==> src/source/spi_config_pkg.sv <==
// SPI mode and geometry shared by the master and the bridge top level
package spi_config_pkg;

  // Bits shifted per SPI transfer
  localparam int spi_byte_bits = 8;

  // Clock polarity only
  // Both modes sample on the leading SCK edge (CPHA = 0)
  typedef enum logic {
    spi_mode_0 = 1'b0,
    spi_mode_2 = 1'b1
  } spi_mode_t;

  // Clocks that chip-select leads the first SCK edge of a frame
  localparam int select_lead_cycles = 8;

endpackage

==> src/source/stream_types_pkg.sv <==
// Beat formats of the transmit and receive byte streams
package stream_types_pkg;

  typedef logic [7:0] beat_data_t;

  // Host to SPI direction
  // last marks the final byte of a chip-select frame
  typedef struct packed {
    beat_data_t data;
    logic       last;
  } tx_beat_t;

  // SPI to host direction
  // first and last bracket the bytes received in one frame
  typedef struct packed {
    beat_data_t data;
    logic       first;
    logic       last;
  } rx_beat_t;

endpackage

==> src/source/spi_bridge_top.sv <==
`timescale 1ns/10ps

// Byte stream to SPI bridge with transmit and receive queues
module spi_bridge_top #(
  parameter int                        tx_depth = 8,
  parameter int                        rx_depth = 8,
  parameter spi_config_pkg::spi_mode_t spi_mode = spi_config_pkg::spi_mode_0
) (
  input  logic                       clock,
  input  logic                       reset,

  input  logic                       tx_valid,
  output logic                       tx_ready,
  input  stream_types_pkg::tx_beat_t tx_beat,

  output logic                       rx_valid,
  input  logic                       rx_ready,
  output stream_types_pkg::rx_beat_t rx_beat,

  output logic                       sck,
  output logic                       sck_en,
  output logic                       ssel_n,
  output logic                       mosi,
  input  logic                       miso,

  output logic                       overrun
);

  import stream_types_pkg::*;

  logic     master_in_valid;
  logic     master_in_ready;
  tx_beat_t master_in_beat;

  logic     master_rx_valid;
  rx_beat_t master_rx_beat;
  logic     rx_in_ready;

  stream_fifo #(
    .depth     (tx_depth),
    .payload_t (tx_beat_t)
  ) tx_queue (
    .clock     (clock),
    .reset     (reset),
    .in_valid  (tx_valid),
    .in_ready  (tx_ready),
    .in_data   (tx_beat),
    .out_valid (master_in_valid),
    .out_ready (master_in_ready),
    .out_data  (master_in_beat)
  );

  spi_master #(
    .spi_mode (spi_mode)
  ) master (
    .clock    (clock),
    .reset    (reset),
    .in_valid (master_in_valid),
    .in_ready (master_in_ready),
    .in_beat  (master_in_beat),
    .sck      (sck),
    .sck_en   (sck_en),
    .ssel_n   (ssel_n),
    .mosi     (mosi),
    .miso     (miso),
    .rx_valid (master_rx_valid),
    .rx_beat  (master_rx_beat)
  );

  // The queue drops a pulse that arrives while it cannot take it
  stream_fifo #(
    .depth     (rx_depth),
    .payload_t (rx_beat_t)
  ) rx_queue (
    .clock     (clock),
    .reset     (reset),
    .in_valid  (master_rx_valid),
    .in_ready  (rx_in_ready),
    .in_data   (master_rx_beat),
    .out_valid (rx_valid),
    .out_ready (rx_ready),
    .out_data  (rx_beat)
  );

  // Sticky until reset
  always_ff @(posedge clock) begin
    if (reset) begin
      overrun <= 1'b0;
    end else if (master_rx_valid && !rx_in_ready) begin
      overrun <= 1'b1;
    end
  end

endmodule

==> src/source/spi_master.sv <==
`timescale 1ns/10ps

// Synchronous SPI master, CPHA = 0 with either clock polarity
// SCK is the system clock itself and sck_en marks the cycles that carry bits
module spi_master #(
  parameter spi_config_pkg::spi_mode_t spi_mode = spi_config_pkg::spi_mode_0
) (
  input  logic                       clock,
  input  logic                       reset,

  input  logic                       in_valid,
  output logic                       in_ready,
  input  stream_types_pkg::tx_beat_t in_beat,

  output logic                       sck,
  output logic                       sck_en,
  output logic                       ssel_n,
  output logic                       mosi,
  input  logic                       miso,

  output logic                       rx_valid,
  output stream_types_pkg::rx_beat_t rx_beat
);

  import spi_config_pkg::*;
  import stream_types_pkg::*;

  typedef enum logic [4:0] {
    st_idle   = 5'b00001,
    st_select = 5'b00010,
    st_busy   = 5'b00100,
    st_last   = 5'b01000,
    st_done   = 5'b10000
  } state_t;

  localparam int count_bits = $clog2(spi_byte_bits);

  // Terminal counts of the shared bit counter
  localparam logic [count_bits-1:0] byte_end_count = count_bits'(spi_byte_bits - 1);
  localparam logic [count_bits-1:0] lead_end_count = count_bits'(select_lead_cycles - 1);
  localparam logic [count_bits-1:0] done_end_count = count_bits'(1);

  state_t state;
  state_t state_next;

  logic [count_bits-1:0]    bit_count;
  logic [spi_byte_bits-1:0] tx_shift;
  logic [spi_byte_bits-1:0] rx_shift;

  logic frame_last;
  logic first_pending;
  logic byte_end;
  logic take;

  // Mode 2 idles high, so the bit edges land on the falling clock
  assign sck    = (spi_mode == spi_mode_2) ? ~clock : clock;
  assign ssel_n = (state == st_idle);
  assign mosi   = tx_shift[spi_byte_bits-1];

  assign byte_end = sck_en && (bit_count == byte_end_count);

  // New beats enter only from idle or on a byte boundary of a running frame
  assign in_ready = (state == st_idle) || ((state == st_busy) && byte_end);
  assign take     = in_valid && in_ready;

  always_comb begin
    state_next = state;
    case (state)
      st_idle: begin
        if (in_valid) begin
          state_next = st_select;
        end
      end
      st_select: begin
        if (bit_count == lead_end_count) begin
          state_next = frame_last ? st_last : st_busy;
        end
      end
      st_busy: begin
        // An empty input at the boundary closes the frame early
        if (byte_end) begin
          if (!in_valid) begin
            state_next = st_done;
          end else if (in_beat.last) begin
            state_next = st_last;
          end else begin
            state_next = st_busy;
          end
        end
      end
      st_last: begin
        if (byte_end) begin
          state_next = st_done;
        end
      end
      st_done: begin
        // Holds chip-select for two clocks after SCK stops
        if (bit_count == done_end_count) begin
          state_next = st_idle;
        end
      end
      default: begin
        state_next = st_idle;
      end
    endcase
  end

  always_ff @(posedge clock) begin
    if (reset) begin
      state         <= st_idle;
      bit_count     <= '0;
      sck_en        <= 1'b0;
      rx_valid      <= 1'b0;
      frame_last    <= 1'b0;
      first_pending <= 1'b0;
    end else begin
      state <= state_next;

      // Counter wraps across select, every byte and into done
      if (state == st_idle || state_next == st_idle) begin
        bit_count <= '0;
      end else begin
        bit_count <= bit_count + 1'b1;
      end

      sck_en   <= (state_next == st_busy) || (state_next == st_last);
      rx_valid <= byte_end;

      if (take) begin
        frame_last <= in_beat.last;
      end

      if (take && state == st_idle) begin
        first_pending <= 1'b1;
      end else if (byte_end) begin
        first_pending <= 1'b0;
      end
    end
  end

  // Transmit shifter, MSB first, loaded on every accepted beat
  always_ff @(posedge clock) begin
    if (take) begin
      tx_shift <= in_beat.data;
    end else if (state == st_busy || state == st_last) begin
      tx_shift <= {tx_shift[spi_byte_bits-2:0], 1'b0};
    end
  end

  // Receive shifter samples miso on every bit clock
  always_ff @(posedge clock) begin
    if (sck_en) begin
      rx_shift <= {rx_shift[spi_byte_bits-2:0], miso};
    end
  end

  always_ff @(posedge clock) begin
    if (byte_end) begin
      rx_beat.data  <= {rx_shift[spi_byte_bits-2:0], miso};
      rx_beat.first <= first_pending;
      rx_beat.last  <= (state_next == st_done);
    end
  end

endmodule

==> src/source/stream_fifo.sv <==
`timescale 1ns/10ps

// Synchronous FIFO with valid/ready on both sides
// depth must be a power of two, at least 2
module stream_fifo #(
  parameter int  depth     = 8,
  parameter type payload_t = logic [7:0]
) (
  input  logic     clock,
  input  logic     reset,

  input  logic     in_valid,
  output logic     in_ready,
  input  payload_t in_data,

  output logic     out_valid,
  input  logic     out_ready,
  output payload_t out_data
);

  localparam int addr_bits = $clog2(depth);

  payload_t storage [depth];

  // Pointers carry one wrap bit above the address
  logic [addr_bits:0] wr_ptr;
  logic [addr_bits:0] rd_ptr;

  logic live;
  logic full;
  logic empty;
  logic write;
  logic read;

  // Same slot on different laps means every slot is occupied
  assign full = (wr_ptr[addr_bits] != rd_ptr[addr_bits]) &&
                (wr_ptr[addr_bits-1:0] == rd_ptr[addr_bits-1:0]);
  assign empty = (wr_ptr == rd_ptr);

  assign out_valid = !empty;
  assign out_data  = storage[rd_ptr[addr_bits-1:0]];

  // A read in the same cycle frees the slot that a full FIFO needs
  assign in_ready = live && (!full || out_ready);

  assign write = in_valid && in_ready;
  assign read  = out_valid && out_ready;

  // Input side stays closed until the first clock out of reset
  always_ff @(posedge clock) begin
    if (reset) begin
      live <= 1'b0;
    end else begin
      live <= 1'b1;
    end
  end

  always_ff @(posedge clock) begin
    if (reset) begin
      wr_ptr <= '0;
      rd_ptr <= '0;
    end else begin
      if (write) begin
        wr_ptr <= wr_ptr + 1'b1;
      end
      if (read) begin
        rd_ptr <= rd_ptr + 1'b1;
      end
    end
  end

  always_ff @(posedge clock) begin
    if (write) begin
      storage[wr_ptr[addr_bits-1:0]] <= in_data;
    end
  end

endmodule

==> config.mk <==
export PLATFORM = sky130hd
export DESIGN_NAME = spi_bridge_top
export DESIGN_NICKNAME = d
export VERILOG_FILES = /design/src/source/spi_config_pkg.sv /design/src/source/stream_types_pkg.sv /design/src/source/spi_bridge_top.sv /design/src/source/spi_master.sv /design/src/source/stream_fifo.sv
export SDC_FILE = /design/constraint.sdc
export NUM_CORES = 1
export LEC_CHECK = 0
export ABC_AREA = 1
export BUFFER_PORTS_ARGS = -buffer_cell sky130_fd_sc_hd__buf_2
export CORE_UTILIZATION = 55
export DETAILED_ROUTE_END_ITERATION = 7
export GPL_TIMING_DRIVEN = 0
export HOLD_SLACK_MARGIN = 0.12
export PLACE_DENSITY = 0.75
export SYNTH_ARGS = -nofsm -noshare
export SYNTH_HDL_FRONTEND = slang
export SYNTH_SLANG_ARGS = --single-unit
==> constraint.sdc <==
create_clock -name clock -period 2.6 [get_ports clock]
set_clock_uncertainty 0.05 [all_clocks]
set_input_delay 0.39 -clock clock [delete_from_list [all_inputs] [get_ports clock]]
set_output_delay 0.39 -clock clock [all_outputs]
set_load 0.01 [all_outputs]
==> flow_summary.ini <==
[global_routing]
grt_max_degree = 15
antenna_found_initial = 0
grt.overflow.total = 0
grt_pass1_wl_mm = 28.9
grt_pass1_vias = 5720
grt_use_total = 0.234

[die]
core.rowCount = 45
dieWidth_um = 128
start_util = 0.566
fp.dieH_um = 128
dieArea_sq_um = 16300
pin_count = 31
core-area_sq_um = 15300

[finish]
final_common_cell = edfxtp_1
stdcell_area_sq_um = 10000
drive_gt1_frac = 0.173
layout_common_cells = edfxtp_1 (177), nor2_1 (133), nand2_1 (113)
area_growth_syn_to_layout_pct = 15.9
final_cells = 1028
insertedDiodeCount = 0
num-nets-final = 824

[power]
power.switching_w = 0.00271
pwr-share-comb = 0.229
p_per_area_nw_per_um2 = 907
p_clk_frac = 0.322
totalPowerFinal_w = 0.00912
swShare = 0.298
p_int_w = 0.00640
share_seq_of_total_power = 0.449
p_leak_nw = 3.58
peakVddDrop_mv = 0.618

[synth]
synth_top_area_share = 0.613
yosys.area.top_type = edfxtp_1
synth-compound-area-share = 0.0934
synthMuxAreaShare = 0
synth_simple_gate_area_share = 0.153
netlist_top_cells_area = edfxtp_1 (61%), dfxtp_1 (8.3%), nor2_1 (6.0%)
yosysUniqueCellTypes = 37
synth_cells = 732
yosys_warnings = 0
syn_area_sq_um = 8670
yosysSeqAreaShare = 0.696
synthAdderAreaFrac = 0.0101
avgSynthCellArea_sq_um = 11.8
ys_ff_latch = 213
synthXorXnorAreaFrac = 0.0111
syn-num-nets = 753
synth_top_family_by_area = simple AND/OR/NAND/NOR gates

[place]
dp_cells = 973
gp_congestion = 0.818
hpwlAfterDp_mm = 11.9
placed_area_sq_um = 9110
place_worst_setup_slack_ps = -655
portBuffers = 30

[timing]
finalCritPeriodShare = 0.977
rsz0062_at_grt = true
layout_setup_ws_ps = 60.8
finalMaxSlewViolations = 0
worst_pin_slew_ps = 1030
period_minus_slack_ps = 2540
maxSlewHeadroom = 0.311
max_freq_mhz = 394
hold_viol_final = 0
setup_viol = 0
setup_tns_ps = 0

[routing]
viasPerCell = 5.59
wirelength_mm = 18.4
vias = 5746
routedWlPerCell_um = 17.9
first_pass_iters = 5
drt_iter0_drc = 526
drtAntennaViolNets = 0
remaining_drc_errors = 0

[critical_path]
critPathCaptureType = flop
path_max_fanout = 10
crit_path_start_kind = flop
critPathKind = flop to flop
cp.required_ps = 2770
startpoint = master.bit_count[1]
arrival_ps = 2710
rr_worst_depth = 8
r2r-start = master.bit_count[1]

[hold_path]
hp-start = master.bit_count[0]
holdPathStages = 1
worstHoldPathType = flop to flop

[cts]
clk_pin_slew_ps = 60
cts_tree = built
clock_latency_ps = 610

[outcome]
status = finished clean

[job]
max-cap-violations = 0
[power groups by stage]
stage | sequential (W) | clock [W] | combinational [W]
after global routing | 0.00411 | 0.00311 | 0.00229
after global placement | 0.00414 | 0.0000439 | 0.00197
after CTS | 0.00409 | 0.00297 | 0.00206
final | 0.00409 | 0.00293 | 0.00209
after floorplan | 0.00412 | 0.0000317 | 0.00149
after detailed placement | 0.00415 | 0.0000439 | 0.00203
[critical path: stages, from the launching register on]
cell	delay [ps]
dfxtp_1	350
ha_2	210
ha_4	180
nand2_4	90
inv_6	90
nand3_4	100
nand3_4	140
nand3_4	160
nor3_2	770
[area by class of cell]
class                           instances  area [sq um]
Inverter                               37           146
Sequential cell                       213          6040
Clock buffer                           33           636
Multi-Input combinational cell        450          2440
Buffer                                 32           195
Fill cell                            1136          5270
Tap cell                              211           264
Timing Repair Buffer                   44           293
Clock inverter                          8          37.5
[timing repair]
action | 4_1_cts | 5_1_grt
gates resized for setup | 22 | 25
hold buffers | 14 | 0
endpoints found under the hold margin | 81 | 0
setup buffers | 1 | 0
endpoints found under the setup margin | 93 | 39
[final timing paths]
path / end / slack [ps]
min: master.bit_count[0] / 380
max reg2reg: tx_queue.storage[4][6] / 60
min reg2reg: master.bit_count[0] / 380
max: tx_queue.storage[4][6] / 60
[cell families (layout without fill, tap and decap cells)]
family | count (synthesis) | in the layout
buf+inv | 69 | 154
compound gates | 125 | 125
xor+xnor | 11 | 11
flops | 213 | 213
fa+ha+maj | 7 | 7
simple gates | 307 | 307
[registers in the layout, indices dropped and copies added, names as in the netlist, 3 cells and up, named ones only]
register	count
rx_queue.storage	80
tx_queue.storage	72
master.rx_beat	10
master.tx_shift	8
master.rx_shift	7
master.state	5
rx_queue.rd_ptr	4
rx_queue.wr_ptr	4
tx_queue.rd_ptr	4
tx_queue.wr_ptr	4
master.bit_count	3
[synthesized netlist by cell type]
| cell type | number |
|---|---|
| edfxtp_1 | 177 |
| nor2_1 | 139 |
| nand2_1 | 113 |
| o21ai_0 | 55 |
| dfxtp_1 | 36 |
| inv_1 | 28 |
| o32ai_1 | 20 |
| clkbuf_1 | 19 |
| a21oi_1 | 17 |
| o22ai_1 | 16 |
| nand3_1 | 12 |
| nand4_1 | 12 |
| nor3_1 | 8 |
| a31oi_2 | 7 |
| ha_1 | 7 |
| nand2_2 | 7 |
| buf_2 | 6 |
| inv_2 | 6 |
| xor2_1 | 6 |
| xnor2_1 | 5 |
| nor2_4 | 4 |
| a21oi_2 | 3 |
| and2_1 | 3 |
| buf_4 | 3 |
| nor2_2 | 3 |
| o21ai_2 | 3 |
| buf_12 | 2 |
| clkinv_1 | 2 |
| nand2_4 | 2 |
| nand3_2 | 2 |
| nand3_4 | 2 |
| o21ai_1 | 2 |
| a21oi_4 | 1 |
| buf_1 | 1 |
| clkbuf_2 | 1 |
| inv_4 | 1 |
| o211ai_1 | 1 |
[routing by layer]
| layer | GRT usage | wire [um] |
|---|---|---|
| met4 | 0.109 | 549 |
| met5 | 0 | 0 |
| met2 | 0.417 | 9470 |
| met3 | 0.0364 | 1040 |
| met1 | 0.278 | 7300 |
[metrics by stage]
step	hold slack [ps]	util
after floorplan	350	-
after global placement	351	0.593
after detailed placement	384	0.595
after CTS	392	0.653
after global routing	392	0.656
final	384	0.656
(Power assumes the default switching activity.)
